## src/source/periph_pkg.sv

```systemverilog
// Peripheral fabric shared definitions
// AHB-Lite bus types, slave map and GPIO register offsets
`default_nettype none

package periph_pkg;

  // --------------------------------------------------
  // AHB-Lite bus types
  // --------------------------------------------------
  typedef logic [31:0] ahb_data_t;                // Bus data word
  typedef logic [31:0] ahb_addr_t;                // Bus address

  typedef enum logic [1:0] {
    IDLE   = 2'b00,
    BUSY   = 2'b01,
    NONSEQ = 2'b10,                               // First beat of a burst
    SEQ    = 2'b11
  } htrans_e;

  typedef enum logic {
    OKAY  = 1'b0,
    ERROR = 1'b1
  } hresp_e;

  // Master request, shared by decoder and all slaves
  typedef struct packed {
    logic      sel;                               // HSEL of the cluster
    logic      ready;                             // HREADY in
    htrans_e   trans;
    logic      write;
    ahb_addr_t addr;
    ahb_data_t wdata;
  } ahb_req_t;

  // One slave's reply
  typedef struct packed {
    logic      readyout;
    hresp_e    resp;
    ahb_data_t rdata;
  } ahb_rsp_t;

  // --------------------------------------------------
  // Address map
  // --------------------------------------------------
  typedef enum logic [1:0] {
    SLV_DEFAULT = 2'd0,                           // Unmapped space
    SLV_GPIO0   = 2'd1,
    SLV_GPIO1   = 2'd2
  } slave_e;

  localparam int        NUM_SLAVES = 3;
  localparam int        DECODE_LSB = 10;          // 1 KiB regions
  localparam ahb_addr_t GPIO0_BASE = 32'h4001_0000;
  localparam ahb_addr_t GPIO1_BASE = 32'h4001_1000;

  // GPIO word offsets
  typedef enum logic [7:0] {
    DATA       = 8'h00,                           // Pins on read, output data on write
    DATAOUT    = 8'h04,
    OUTENSET   = 8'h10,
    OUTENCLR   = 8'h14,
    ALTFUNCSET = 8'h18,
    ALTFUNCCLR = 8'h1C
  } gpio_reg_e;

endpackage

`default_nettype wire
```

## src/source/ahb_decode_mux.sv

```systemverilog
// AHB-Lite address decoder and response multiplexer
// One-hot slave selects in the address phase, reply steering in the data phase
`timescale 1ns/1ps
`default_nettype none

module ahb_decode_mux (
  input  logic                                          ahb_clk_i,
  input  logic                                          rst_n_i,
  input  periph_pkg::ahb_req_t                          req_i,      // Master request
  output logic [periph_pkg::NUM_SLAVES-1:0]             hsel_o,     // Per-slave select
  input  periph_pkg::ahb_rsp_t [periph_pkg::NUM_SLAVES-1:0] slv_rsp_i,  // Slave replies
  output periph_pkg::ahb_rsp_t                          rsp_o       // Reply to master
);

  import periph_pkg::*;

  localparam int REGION_W = 32 - DECODE_LSB;     // Compared upper bits

  logic [REGION_W-1:0] region;                   // Address region of current request
  slave_e              slv_dec;                  // Address-phase decode
  slave_e              slv_q;                    // Owner of the data phase

  // --------------------------------------------------
  // Address phase decode
  // --------------------------------------------------
  assign region = req_i.addr[31:DECODE_LSB];

  always_comb begin
    if (region == GPIO0_BASE[31:DECODE_LSB]) begin
      slv_dec = SLV_GPIO0;
    end else if (region == GPIO1_BASE[31:DECODE_LSB]) begin
      slv_dec = SLV_GPIO1;
    end else begin
      slv_dec = SLV_DEFAULT;                     // Everything else is unmapped
    end
  end

  // One select bit per slave, only while the cluster is selected
  always_comb begin
    for (int i = 0; i < NUM_SLAVES; i++) begin
      hsel_o[i] = req_i.sel && (slv_dec == slave_e'(i));
    end
  end

  // --------------------------------------------------
  // Data phase ownership
  // --------------------------------------------------
  // Updated only when the previous data phase completes
  always_ff @(posedge ahb_clk_i) begin
    if (!rst_n_i) begin
      slv_q <= SLV_DEFAULT;                      // Idle default slave answers OKAY
    end else if (req_i.ready) begin
      if (req_i.sel) begin
        slv_q <= slv_dec;
      end else begin
        slv_q <= SLV_DEFAULT;                    // Not ours, park on default
      end
    end
  end

  // Reply from the slave owning the data phase
  assign rsp_o = slv_rsp_i[slv_q];

endmodule

`default_nettype wire

```

## src/source/ahb_default_slave.sv

```systemverilog
// AHB-Lite default slave
// Two-cycle ERROR reply for active transfers to unmapped space
`timescale 1ns/1ps
`default_nettype none

module ahb_default_slave (
  input  logic                 ahb_clk_i,
  input  logic                 rst_n_i,
  input  periph_pkg::ahb_req_t req_i,           // Master request
  input  logic                 hsel_i,          // Unmapped region hit
  output periph_pkg::ahb_rsp_t rsp_o            // Reply to mux
);

  import periph_pkg::*;

  typedef enum logic {
    DS_IDLE,                                    // Zero-wait OKAY
    DS_ERR_WAIT                                 // First ERROR cycle
  } ds_state_e;

  ds_state_e state_q, state_d;
  logic      err_q;                             // Second ERROR cycle
  logic      accept;                            // Active transfer taken

  assign accept = hsel_i && req_i.ready && (req_i.trans inside {NONSEQ, SEQ});

  always_comb begin
    state_d = state_q;
    case (state_q)
      DS_IDLE:     if (accept) state_d = DS_ERR_WAIT;
      DS_ERR_WAIT: state_d = DS_IDLE;           // Always one wait cycle
      default:     state_d = DS_IDLE;
    endcase
  end

  always_ff @(posedge ahb_clk_i) begin
    if (!rst_n_i) begin
      state_q <= DS_IDLE;
      err_q   <= 1'b0;
    end else begin
      state_q <= state_d;
      err_q   <= (state_q == DS_ERR_WAIT);      // Completing cycle follows the wait
    end
  end

  // ERROR held over both cycles, data always zero
  assign rsp_o = '{readyout: (state_q != DS_ERR_WAIT),
                   resp:     ((state_q == DS_ERR_WAIT) || err_q) ? ERROR : OKAY,
                   rdata:    '0};

endmodule

`default_nettype wire

```

## src/source/ahb_gpio.sv

```systemverilog
// AHB-Lite GPIO block
// Output data, output-enable and alternate-function registers with pin readback
`timescale 1ns/1ps
`default_nettype none

module ahb_gpio #(
  parameter int                    GPIO_WIDTH    = 16,    // Pin count
  parameter logic [GPIO_WIDTH-1:0] ALT_FUNC_MASK = '1     // Pins with an alternate function
) (
  input  logic                  ahb_clk_i,
  input  logic                  rst_n_i,
  input  periph_pkg::ahb_req_t  req_i,          // Master request
  input  logic                  hsel_i,         // Region hit from decoder
  input  logic [GPIO_WIDTH-1:0] port_in_i,      // Asynchronous pins
  output periph_pkg::ahb_rsp_t  rsp_o,          // Reply to mux
  output logic [GPIO_WIDTH-1:0] port_out_o,     // Output data
  output logic [GPIO_WIDTH-1:0] port_en_o,      // Output enable
  output logic [GPIO_WIDTH-1:0] port_func_o     // Alternate function select
);

  import periph_pkg::*;

  localparam logic [7:0] OFFS_NONE = 8'hFF;     // Not a register, reads zero

  logic                  accept;                // Active transfer taken
  logic                  wr_q;                  // Write data phase
  logic [7:0]            offs_q;                // Word offset of data phase
  logic [GPIO_WIDTH-1:0] wdata;
  logic [GPIO_WIDTH-1:0] dout_q;
  logic [GPIO_WIDTH-1:0] outen_q;
  logic [GPIO_WIDTH-1:0] altf_q;
  logic [GPIO_WIDTH-1:0] pin_meta_q;            // First sync stage
  logic [GPIO_WIDTH-1:0] pin_sync_q;            // Second sync stage
  logic [GPIO_WIDTH-1:0] rd_word;

  // --------------------------------------------------
  // Address phase capture
  // --------------------------------------------------
  assign accept = hsel_i && req_i.ready && (req_i.trans inside {NONSEQ, SEQ});
  assign wdata  = req_i.wdata[GPIO_WIDTH-1:0];  // Full-word writes only

  always_ff @(posedge ahb_clk_i) begin
    if (!rst_n_i) begin
      wr_q <= 1'b0;
    end else if (req_i.ready) begin
      wr_q <= accept && req_i.write;            // Cleared when the data phase ends
    end
  end

  // Offsets above the first page are unmapped
  always_ff @(posedge ahb_clk_i) begin
    if (accept) begin
      if (req_i.addr[DECODE_LSB-1:8] == '0) begin
        offs_q <= req_i.addr[7:0];
      end else begin
        offs_q <= OFFS_NONE;
      end
    end
  end

  // --------------------------------------------------
  // Registers, written at end of data phase
  // --------------------------------------------------
  always_ff @(posedge ahb_clk_i) begin
    if (!rst_n_i) begin
      dout_q  <= '0;
      outen_q <= '0;
      altf_q  <= '0;
    end else if (wr_q && req_i.ready) begin
      case (offs_q)
        DATA, DATAOUT: dout_q  <= wdata;
        OUTENSET:      outen_q <= outen_q | wdata;
        OUTENCLR:      outen_q <= outen_q & ~wdata;
        ALTFUNCSET:    altf_q  <= (altf_q | wdata) & ALT_FUNC_MASK;  // Masked pins stay 0
        ALTFUNCCLR:    altf_q  <= altf_q & ~wdata;
        default:       ;                        // Unmapped writes dropped
      endcase
    end
  end

  // Two-flop pin synchronizer
  always_ff @(posedge ahb_clk_i) begin
    pin_meta_q <= port_in_i;
    pin_sync_q <= pin_meta_q;
  end

  // --------------------------------------------------
  // Read data, from current register state
  // --------------------------------------------------
  always_comb begin
    rd_word = '0;
    case (offs_q)
      DATA:                 rd_word = pin_sync_q;
      DATAOUT:              rd_word = dout_q;
      OUTENSET, OUTENCLR:   rd_word = outen_q;  // Pair shares one register
      ALTFUNCSET, ALTFUNCCLR: rd_word = altf_q;
      default:              rd_word = '0;
    endcase
  end

  // Zero-wait OKAY for every access
  assign rsp_o = '{readyout: 1'b1,
                   resp:     OKAY,
                   rdata:    ahb_data_t'(rd_word)};

  assign port_out_o  = dout_q;
  assign port_en_o   = outen_q;
  assign port_func_o = altf_q;

endmodule

`default_nettype wire

```

## src/source/periph_fabric.sv

```systemverilog
// AHB-Lite peripheral fabric top level
// Decoder-mux, default slave and two GPIO blocks on one clock
`timescale 1ns/1ps
`default_nettype none

module periph_fabric #(
  parameter int                    GPIO_WIDTH     = 16,       // Pins per GPIO
  parameter logic [GPIO_WIDTH-1:0] GPIO0_ALT_MASK = 16'hFFFF, // All pins alternate
  parameter logic [GPIO_WIDTH-1:0] GPIO1_ALT_MASK = 16'h00FF  // Low byte alternate
) (
  input  logic                    ahb_clk_i,
  input  logic                    rst_n_i,
  // AHB master side
  input  logic                    hsel_i,
  input  logic                    hready_i,
  input  periph_pkg::htrans_e     htrans_i,
  input  logic                    hwrite_i,
  input  periph_pkg::ahb_addr_t   haddr_i,
  input  periph_pkg::ahb_data_t   hwdata_i,
  output logic                    hreadyout_o,
  output periph_pkg::hresp_e      hresp_o,
  output periph_pkg::ahb_data_t   hrdata_o,
  // GPIO0 pins
  input  logic [GPIO_WIDTH-1:0]   gpio0_port_in_i,
  output logic [GPIO_WIDTH-1:0]   gpio0_port_out_o,
  output logic [GPIO_WIDTH-1:0]   gpio0_port_en_o,
  output logic [GPIO_WIDTH-1:0]   gpio0_port_func_o,
  // GPIO1 pins
  input  logic [GPIO_WIDTH-1:0]   gpio1_port_in_i,
  output logic [GPIO_WIDTH-1:0]   gpio1_port_out_o,
  output logic [GPIO_WIDTH-1:0]   gpio1_port_en_o,
  output logic [GPIO_WIDTH-1:0]   gpio1_port_func_o
);

  import periph_pkg::*;

  ahb_req_t                   req;              // Fans out to every block
  ahb_rsp_t                   rsp;              // Muxed reply
  ahb_rsp_t [NUM_SLAVES-1:0]  slv_rsp;          // One reply per mux port
  logic     [NUM_SLAVES-1:0]  hsel;             // One-hot slave selects

  assign req = '{sel: hsel_i, ready: hready_i, trans: htrans_i,
                 write: hwrite_i, addr: haddr_i, wdata: hwdata_i};

  assign hreadyout_o = rsp.readyout;
  assign hresp_o     = rsp.resp;
  assign hrdata_o    = rsp.rdata;

  // --------------------------------------------------
  // Decoder, mux and default slave
  // --------------------------------------------------
  ahb_decode_mux u_decode_mux (
    .ahb_clk_i (ahb_clk_i),
    .rst_n_i   (rst_n_i),
    .req_i     (req),
    .hsel_o    (hsel),
    .slv_rsp_i (slv_rsp),
    .rsp_o     (rsp)
  );

  ahb_default_slave u_default_slave (
    .ahb_clk_i (ahb_clk_i),
    .rst_n_i   (rst_n_i),
    .req_i     (req),
    .hsel_i    (hsel[SLV_DEFAULT]),
    .rsp_o     (slv_rsp[SLV_DEFAULT])
  );

  // --------------------------------------------------
  // GPIO blocks
  // --------------------------------------------------
  ahb_gpio #(
    .GPIO_WIDTH    (GPIO_WIDTH),
    .ALT_FUNC_MASK (GPIO0_ALT_MASK)
  ) u_gpio_0 (
    .ahb_clk_i   (ahb_clk_i),
    .rst_n_i     (rst_n_i),
    .req_i       (req),
    .hsel_i      (hsel[SLV_GPIO0]),
    .port_in_i   (gpio0_port_in_i),
    .rsp_o       (slv_rsp[SLV_GPIO0]),
    .port_out_o  (gpio0_port_out_o),
    .port_en_o   (gpio0_port_en_o),
    .port_func_o (gpio0_port_func_o)
  );

  ahb_gpio #(
    .GPIO_WIDTH    (GPIO_WIDTH),
    .ALT_FUNC_MASK (GPIO1_ALT_MASK)
  ) u_gpio_1 (
    .ahb_clk_i   (ahb_clk_i),
    .rst_n_i     (rst_n_i),
    .req_i       (req),
    .hsel_i      (hsel[SLV_GPIO1]),
    .port_in_i   (gpio1_port_in_i),
    .rsp_o       (slv_rsp[SLV_GPIO1]),
    .port_out_o  (gpio1_port_out_o),
    .port_en_o   (gpio1_port_en_o),
    .port_func_o (gpio1_port_func_o)
  );

endmodule

`default_nettype wire

```

## config.mk

```make
export PLATFORM = sky130hd
export DESIGN_NAME = periph_fabric
export DESIGN_NICKNAME = d
export VERILOG_FILES = /design/src/source/periph_pkg.sv /design/src/source/ahb_decode_mux.sv /design/src/source/ahb_default_slave.sv /design/src/source/ahb_gpio.sv /design/src/source/periph_fabric.sv
export SDC_FILE = /design/constraint.sdc
export NUM_CORES = 1
export LEC_CHECK = 0
export ABC_AREA = 1
export BUFFER_PORTS_ARGS = -buffer_cell sky130_fd_sc_hd__buf_2
export CORE_MARGIN = 10
export CORE_UTILIZATION = 40
export DETAILED_ROUTE_END_ITERATION = 10
export GPL_ROUTABILITY_DRIVEN = 0
export PLACE_DENSITY = 0.65
export REMOVE_ABC_BUFFERS = 1
export SLEW_MARGIN = 10
export SYNTH_ARGS = -nofsm -noshare
export SYNTH_HDL_FRONTEND = slang
export SYNTH_SLANG_ARGS = --single-unit
```

## constraint.sdc

```tcl
create_clock -name ahb_clk_i -period 2.1 [get_ports ahb_clk_i]
set_input_delay 0.21 -clock ahb_clk_i [delete_from_list [all_inputs] [get_ports ahb_clk_i]]
set_output_delay 0.21 -clock ahb_clk_i [all_outputs]
set_load 0.05 [all_outputs]
```

### Word-level counts from Yosys, hierarchy flattened

Index checks and enable logic that the tools add are counted.

* register bits: 182
* input port bits: 103
* output and inout port bits: 130
* logic and storage cells: 94

* $lt $le $gt $ge: 1
* equality and inequality tests: 16
* multiplexer cells: 15
* bitwise operators: 10
* reductions and logical operators: 35

Operators by type and width (count)
* 16-bit one-hot mux with 2 select lines: 4
* 16-bit one-hot mux with 4 select lines: 2
* 34-bit binary-select mux with 2-bit select: 1
* 16-bit AND: 4
* 8-bit by 5-bit equality test with 1-bit output, second input constant: 8
* 16-bit OR: 3
* 22-bit by 21-bit equality test with 1-bit output, second input constant: 2
* 34-bit two-way mux: 1
* 8-bit by 3-bit equality test with 1-bit output, second input constant: 2
* 8-bit logical NOT: 2
* 16-bit NOT: 1
* 1-bit logical AND: 13
* 2-bit AND reduction: 6
* 2-bit OR reduction: 6
* 2-bit nonzero test: 5
* 8-bit two-way mux: 1
* 8-bit OR: 1
* 2-bit equality test, second input constant: 3
* 2-bit two-way mux: 3
* 2-bit logical NOT: 2
* 2-bit by 3-bit less-than comparator with 1-bit output, second input constant: 1
* 2-bit by 1-bit equality test with 1-bit output, second input constant: 1
* 1-bit two-way mux: 2
* 1-bit one-hot mux with 2 select lines: 1
* 2 further kinds: 2

### Longest topological paths before layout

Gate-level depths: netlist (run 1).

* depth in word-level cells: 9
* mapped depth: 10
* gate-level depth less buffers: 9

### Hierarchy

Synthesis (run 1) repeated with hierarchy kept, for this count alone.

* cell total of the unflattened synthesis: 1300
* area total of the unflattened synthesis: 9256.4 um^2

Modules (own cells, without submodules)
* ahb_gpio at u_gpio_0: times used 1, cells an instance 534, area each 3952.5 um^2, sequential area each 1861.8 um^2
* ahb_gpio at u_gpio_1: times used 1, cells an instance 518, area each 3853.7 um^2, sequential area each 1861.8 um^2
* ahb_decode_mux: times used 1, cells an instance 206, area each 1131.1 um^2, sequential area each 40.0 um^2
* ahb_default_slave: times used 1, cells an instance 42, area each 319.1 um^2, sequential area each 40.0 um^2

### Worst setup path after synthesis (run 1)

No wires, ideal clock.

* path type: reg-to-output
* from: reg u_gpio_1.offs_q[1]
* to: out hrdata_o[10]
* arrival: 1.712 ns
* data required time: 1.890 ns
* setup slack: 0.178 ns
* stages on the path, launching flop included: 9
* buffers on the path: 1
* cell sequence: edfxtp_1 > nor2_2 > nand2_2 > nor2_1 > buf_4 > nand2_1 > nand4_1 > nand2_1 > nand2_1

* longest elaborated chain between the ends: 5
* elaborated cells on any way between the ends: 11
* classes of those cells: 5 x eq/ne; 3 x mux; 3 x reduce/logical

Ends and longest elaborated chain
* start: declaration: RTL line ahb_gpio.sv:27 `logic [7:0] offs_q;`
* start signal: assignment: RTL line ahb_gpio.sv:54 `offs_q <= req_i.addr[7:0];`
* 8-bit by 5-bit equality test with 1-bit output: RTL line ahb_gpio.sv:92 `case (offs_q)`
* 2-bit OR reduction: RTL line ahb_gpio.sv:92
* 16-bit one-hot mux with 4 select lines *: RTL line ahb_gpio.sv:92
* 34-bit binary-select mux with 2-bit select *: RTL line ahb_decode_mux.sv:62 `assign rsp_o = slv_rsp_i[slv_q];`
* 34-bit two-way mux (not written as such) *: RTL line ahb_decode_mux.sv:62
* end: declaration: RTL line periph_fabric.sv:22 `output periph_pkg::ahb_data_t hrdata_o,`

Every way passes the cells marked *; elsewhere a longest branch is shown, timed or not. The select of a mux whose other input is x is not followed.

### Worst setup path after layout (run 1)

* from: reg u_gpio_1.offs_q[1]
* to: out hrdata_o[12]

Same word-level chain as after synthesis.

==> impl_metrics.csv, run 1 <==
group,metric,value,unit
run_status,status,"finished, violations left",
run_status,failed_checks,"setup timing",
grt,met1_usage,22.5,%
worst_setup_path,critical_path_class,"register to output pin",
hold_path,hold_path_end,"u_gpio_1.offs_q[3]",
clocking,cts_root_buf,"clkbuf_16",
hold_path,hold_path_class,"input port to register",
clocking,cts.clk_slew.worst_paths,60,ps
worst_setup_path,r2r_setup_slack,210,ps
logic_synthesis,synth_cell_types,32,
route,drt_iter0_drc,488,
job,drv_cap,0,
grt,grt_pass1_wl,37100,um
route,route.detailed.drc,0,
sta,period_share,109,%
worst_setup_path,crit_chain,"buf_4, nor3_2, buf_6, nand3_1, nand4_1, nand2_1, nand2_1, buf_6",
route,wire_per_inst,16.8,um
worst_setup_path,critPathTopFamily,"simple AND/OR/NAND/NOR gates",
grt,busiest_layer,"met2",
power,powerDensity,688,nW/um^2
grt,use_met2,32.9,%
sta,finalClockSkew,10.4,ps
sta,hold_viol,0,
route,first_pass_iters,5,
hold_path,holdPathStages,3,
worst_setup_path,crit_path_top_delay_cell,"edfxtp_1",
logic_synthesis,synth_warnings,0,
die,die-area,24500,sq um
grt,grt_usage,19.3,%
worst_setup_path,cp.arrival,2080,ps
sta,worstMarginPinSlew,572,ps
worst_setup_path,cp_num_buf_inv,3,
sta,setup_ws,-191,ps
logic_synthesis,ys_seq_area_share,51.0,%
worst_setup_path,setup.worst_path.start_class,"register",
die,ios,233,
grt,antenna_found_initial,1,
worst_setup_path,r2r_start,"u_gpio_1.offs_q[6]",
die,die_w,157,um
die,dieHeight,157,um
die,start_util,41.1,%
sta,rsz0062_at_grt,"yes",
route,vias,7375,
logic_synthesis,synth_cells,985,
logic_synthesis,synth_area,7450,sq um
grt,grt_pass1_vias,7040,
sta,max_freq,436,MHz
clocking,cts_max_level,4,
worst_setup_path,ff2ff_path_depth,11,
clocking,clock_sinks,182,
sta,final-max-slew-violation-count,0,
worst_setup_path,end_kind,"output pin",
worst_setup_path,path_max_fanout,13,
sta,period_needed,2290,ps
worst_setup_path,critPathMaxStageDelay,430,ps
die,core_area,18100,sq um
route,postRouteAntennaNets,0,
final_layout,stdcell_count,1484,
sta,totalNegativeSetupSlack,-2590,ps
grt,grt-ovfl-total,0,
sta,relSlewSlack,61.7,%
placed_design,dp.cells,1402,
clocking,cts-buffers-inserted,17,
hold_path,min_from,"haddr_i[3]",
die,rows,49,
route,vias_per_cell,4.97,
final_layout,layout_commonest_cell,"nand2_1",
final_layout,nets,1345,
power,peakVddDrop,0.525,mV
placed_design,dp_hpwl,18800,um
placed_design,place_ws,80.0,ps
sta,setup_viol,16,
worst_setup_path,required,1890,ps
power,p_leak,4.91,nW
placed_design,portBuffers,199,
logic_synthesis,synth-seq-cells,182,
final_layout,syn_to_final_growth,37.1,%
route,wl,24900,um
grt,grt_max_degree,37,
grt,grt_use_met3,6.83,%
final_layout,layout_common_cells,"nand2_1 (227), buf_2 (183), dfxtp_1 (166)",
clocking,clock_latency,430,ps
final_layout,drive_gt1_share,27.0,%
logic_synthesis,synth_area_per_cell,7.57,sq um
clocking,clock_path_buffers,2,
clocking,cts_tree,"done",
[routing by layer]
metal	share of wire, %	routed length, um
met5	0	0
met4	1.8	440
met3	9.6	2390
met2	48	12000
met1	41	10100
[Yosys cell counts]
library cell / count / area (sq um)
a21oi_1: 37 / 185
a21oi_2: 1 / 8.76
buf_1: 2 / 7.51
buf_2: 10 / 50.1
buf_4: 19 / 143
buf_6: 3 / 33.8
clkbuf_1: 24 / 90.1
conb_1: 1 / 3.75
dfxtp_1: 166 / 3320
edfxtp_1: 16 / 480
inv_1: 95 / 357
inv_2: 3 / 11.3
nand2_1: 243 / 912
nand2_2: 4 / 25.0
nand2_4: 1 / 11.3
nand3_1: 55 / 275
nand3_2: 1 / 10.0
nand3b_1: 1 / 7.51
nand4_1: 27 / 169
nor2_1: 125 / 469
nor2_2: 5 / 31.3
nor2_4: 2 / 22.5
nor2_8: 1 / 20.0
nor3_1: 21 / 105
nor3_2: 5 / 50.1
nor3_4: 2 / 32.5
nor4_1: 1 / 6.26
o211ai_1: 1 / 7.51
o21ai_0: 85 / 425
o21ai_1: 11 / 55.1
o21bai_1: 16 / 120
or2_2: 1 / 6.26
[cell type report]
class / count / area, sq um
Antenna cell: 1 / 2.50
Inverter: 98 / 370
Timing Repair Buffer: 281 / 1980
Multi-Input combinational cell: 662 / 3210
Clock buffer: 22 / 485
Clock inverter: 9 / 90.1
Sequential cell: 182 / 3800
Tap cell: 229 / 287
Fill cell: 1679 / 7930
[cell families (layout without fill, tap and decap cells)]
kind of cell | Yosys count | in the layout | share of synthesized area [%]
flip-flops | 182 | 182 | 51.0
buffers and inverters | 156 | 410 | 9.28
other | 1 | 17 | 0.0503
AND/OR/NAND/NOR | 495 | 495 | 28.9
AO/OA/AOI/OAI | 151 | 151 | 10.8
[what timing repair did]
item / CTS / global route
hold buffers: 32 / 0
pin swaps: 4 / 16
endpoints found under the hold margin: 32 / 0
buffers inserted: 8 / 8
cloned: 0 / 2
endpoints found under the setup margin: 16 / 17
gates resized for setup: 62 / 61
[metrics by stage]
stage | utilization [%] | total power [W] | instance area, sq um | hold WS, ps
detailed placement | 48.5 | 0.00394 | 8800 | 312
global route | 56.3 | 0.00726 | 10200 | 73.6
CTS | 54.7 | 0.00708 | 9930 | 49.8
floorplan | - | 0.00378 | 7190 | 238
finish | 56.3 | 0.00704 | 10200 | 62.7
global placement | 48.5 | 0.00394 | 8800 | 310
[worst max path at each step]
| stage | startpoint | endpoint | depth (start not counted) |
|---|---|---|---|
| after CTS | u_gpio_0.offs_q[6] | hrdata_o[11] | 8 |
| after global placement | u_gpio_1.offs_q[7] | hrdata_o[7] | 9 |
| after detailed placement | u_gpio_1.offs_q[7] | hrdata_o[7] | 9 |
| after global routing | u_gpio_0.offs_q[6] | hrdata_o[14] | 9 |
| final | u_gpio_1.offs_q[1] | hrdata_o[12] | 8 |
| after floorplan | u_gpio_0.offs_q[3] | hrdata_o[0] | 7 |
[worst reg2reg max path: cells and delay by family, from the launching register on]
kind,cells,cell delay (ps)
buf+inv,3,450
flops,1,410
simple gates,8,970
[report_power, final]
group	switching [W]	internal, W	total [W]	leakage [nW]
Clock	0.00135	0.00177	0.00312	0.275
Sequential	0.0000166	0.00356	0.00358	1.54
Combinational	0.000210	0.000123	0.000334	3.09
Note: power is estimated with default switching activity, not from simulation.
==> run 2, diff against run 1 <==
- ABC_AREA: 1 -> not set
- PLACE_DENSITY: 0.65 -> 0.66
- SKIP_CTS_REPAIR_TIMING: not set -> 1
- SLEW_MARGIN: 10 -> not set
==> run 2 against run 1 <==
  * The run still ends with setup timing left
  * Non-clock buffer count fell by 2
  * Die area fell by 5.3%
  * Final cell count fell by 23%
  * Combinational power rose by 9.9%
  * Flip-flop and latch count did not move
  * Synthesized area fell by 6.1%
  * Clock skew barely moved
  * Count of clock-buffer cells in the layout fell by 2
  * Via count fell by 14%
  * Power rose by 0.63%
  * Highest routed layer unchanged
==> impl_metrics.csv, run 2 <==
group,metric,value,unit
run_status,status,"finished, violations left",
run_status,failed_checks,"setup timing",
sta,max_freq,370,MHz
logic_synthesis,synth_ff_type,"dfxtp_1",
sta,final-max-slew-violation-count,0,
power,p_sw_share,23.0,%
power,p_comb_share,5.2,%
final_layout,antenna_cells,0,
route,vias,6320,
sta,totalNegativeSetupSlack,-9030,ps
route,wl,23600,um
final_layout,nets,1015,
sta,relSlewSlack,56.8,%
logic_synthesis,async_flop_share,0,%
logic_synthesis,synth_area_per_cell,10.2,sq um
route,postRouteAntennaNets,0,
sta,hold_viol,0,
power,power_frac_clock,44.3,%
logic_synthesis,synth_area_leaders,"dfxtp_1 (47%), a311oi_1 (7.0%), edfxtp_1 (6.9%), a21oi_1 (6.1%), nand2_1 (3.8%)",
die,ios,233,
sta,worstMarginPinSlew,647,ps
logic_synthesis,ys_seq_area_share,54.3,%
logic_synthesis,synth_commonest_cells,"dfxtp_1 (166), a21oi_1 (85), nand2_1 (71)",
clocking,cts_root_buf,"clkbuf_16",
power,power.internal,0.00545,W
die,start_util,40.6,%
clocking,cts.clk_slew.worst_paths,70,ps
worst_setup_path,cp.arrival,2490,ps
route,wire_per_inst,20.5,um
sta,setup_viol,16,
final_layout,syn_to_final_growth,36.4,%
grt,grt_pass1_wl,35700,um
worst_setup_path,critical_path_class,"register to output pin",
power,seqPwrFrac,50.5,%
clocking,clock_path_buffers,2,
clocking,cts_tree,"done",
job,drv_cap,0,
grt,grt-ovfl-total,0,
hold_path,hold_path_class,"input port to register",
grt,grt_usage,19.4,%
logic_synthesis,synth_cell_types,43,
grt,grt_max_degree,34,
sta,finalClockSkew,10.7,ps
clocking,cts-buffers-inserted,17,
worst_setup_path,end_kind,"output pin",
sta,rsz0062_at_grt,"yes",
placed_design,portBuffers,199,
logic_synthesis,synth_area,7000,sq um
power,p_switching,0.00163,W
route,route.detailed.drc,0,
die,core_area,17200,sq um
clocking,clock_sinks,182,
route,first_pass_iters,5,
grt,antenna_found_initial,0,
route,vias_per_cell,5.50,
final_layout,layout_commonest_cell,"buf_2",
sta,period_share,129,%
clocking,cts_max_level,4,
power,p_leak,3.84,nW
power,peakVddDrop,0.559,mV
sta,period_needed,2700,ps
worst_setup_path,path_max_fanout,7,
power,finalPower,0.00708,W
clocking,clock_latency,430,ps
logic_synthesis,synth_top_area_share,47.5,%
power,powerDensity,742,nW/um^2
final_layout,layout_common_cells,"buf_2 (183), dfxtp_1 (166), a21oi_1 (85)",
final_layout,drive_gt1_share,34.8,%
die,dieHeight,152,um
logic_synthesis,yosysMostFrequentCell,"dfxtp_1",
logic_synthesis,yosysTopAreaCell,"dfxtp_1",
die,die-area,23200,sq um
logic_synthesis,synth_warnings,0,
route,drt_iter0_drc,641,
hold_path,holdPathStages,2,
die,die_w,152,um
logic_synthesis,synth_cells,686,
logic_synthesis,synth-seq-cells,182,
worst_setup_path,required,1890,ps
sta,setup_ws,-600,ps
placed_design,dp_hpwl,17600,um
logic_synthesis,synth_edf_count,16,
worst_setup_path,setup.worst_path.start_class,"register",
grt,grt_pass1_vias,6065,
worst_setup_path,ff2ff_path_depth,6,
die,rows,48,
[run 2: final timing paths]
check	slack [ps]	start	endpoint
hold reg to reg	320	u_gpio_0.pin_meta_q[10]	u_gpio_0.pin_sync_q[10]
hold / removal	100	haddr_i[3]	u_gpio_1.offs_q[3]
setup reg to reg	140	u_gpio_1.offs_q[6]	register
setup / recovery	-600	u_gpio_1.offs_q[6]	hrdata_o[6]
[run 2: layout make-up]
class / count / area, sq um
clock buffer: 20 / 468
inverter: 3 / 11.3
fill: 1567 / 7690
multi-input combinational: 429 / 2930
clock inverter: 12 / 116
timing repair buffer: 279 / 1940
tap: 225 / 282
sequential: 182 / 3800
[run 2: power groups by stage]
stage          Combinational, W  Clock (W)  Sequential (W)
3_3_place_gp           0.000312          0         0.00366
3_5_place_dp           0.000314          0         0.00366
2_1_floorplan          0.000133          0         0.00365
6_report               0.000367    0.00314         0.00358
5_1_grt                0.000393    0.00333         0.00358
4_1_cts                0.000315    0.00318         0.00358
[run 2: cell families (layout without fill, tap and decap cells)]
kind of cell    after synthesis  after routing  share of synthesized area, %
buf+inv                      91            314                          6.17
flops                       182            182                          54.3
mux                          37             37                          5.66
other cells                   1             16                        0.0536
simple gates                169            170                          13.1
compound gates              206            206                          20.7
[run 2: worst max-delay path, cell delays in order (launching register included)]
cell,delay (ps)
edfxtp_1,370
or4_4,560
or4_4,590
a31oi_2,170
a221o_1,190
buf_6,180
[run 2: layer usage]
metal  track usage (%)  part of all wire [%]  vias up
met1              24.9                    43     2974
met2              30.8                    47      332
met5                 0                     0        -
met4              4.63                   1.2        0
met3              6.24                   8.7       22
li1                  -                     -     2992
[run 2: metrics by stage]
| step | hold slack [ps] | cells | worst slack (ps) | utilization, % | instance area [sq um] |
|---|---|---|---|---|---|
| final | 102 | 1150 | -600 | 55.4 | 9550 |
| after global routing | 94.8 | 1150 | -700 | 55.4 | 9550 |
| after CTS | -143 | 1115 | -744 | 52.2 | 9000 |
| after detailed placement | 312 | 1083 | -286 | 48.8 | 8420 |
| after global placement | 311 | 1083 | -266 | 48.8 | 8420 |
| after floorplan | 238 | 613 | -689 | - | 6640 |
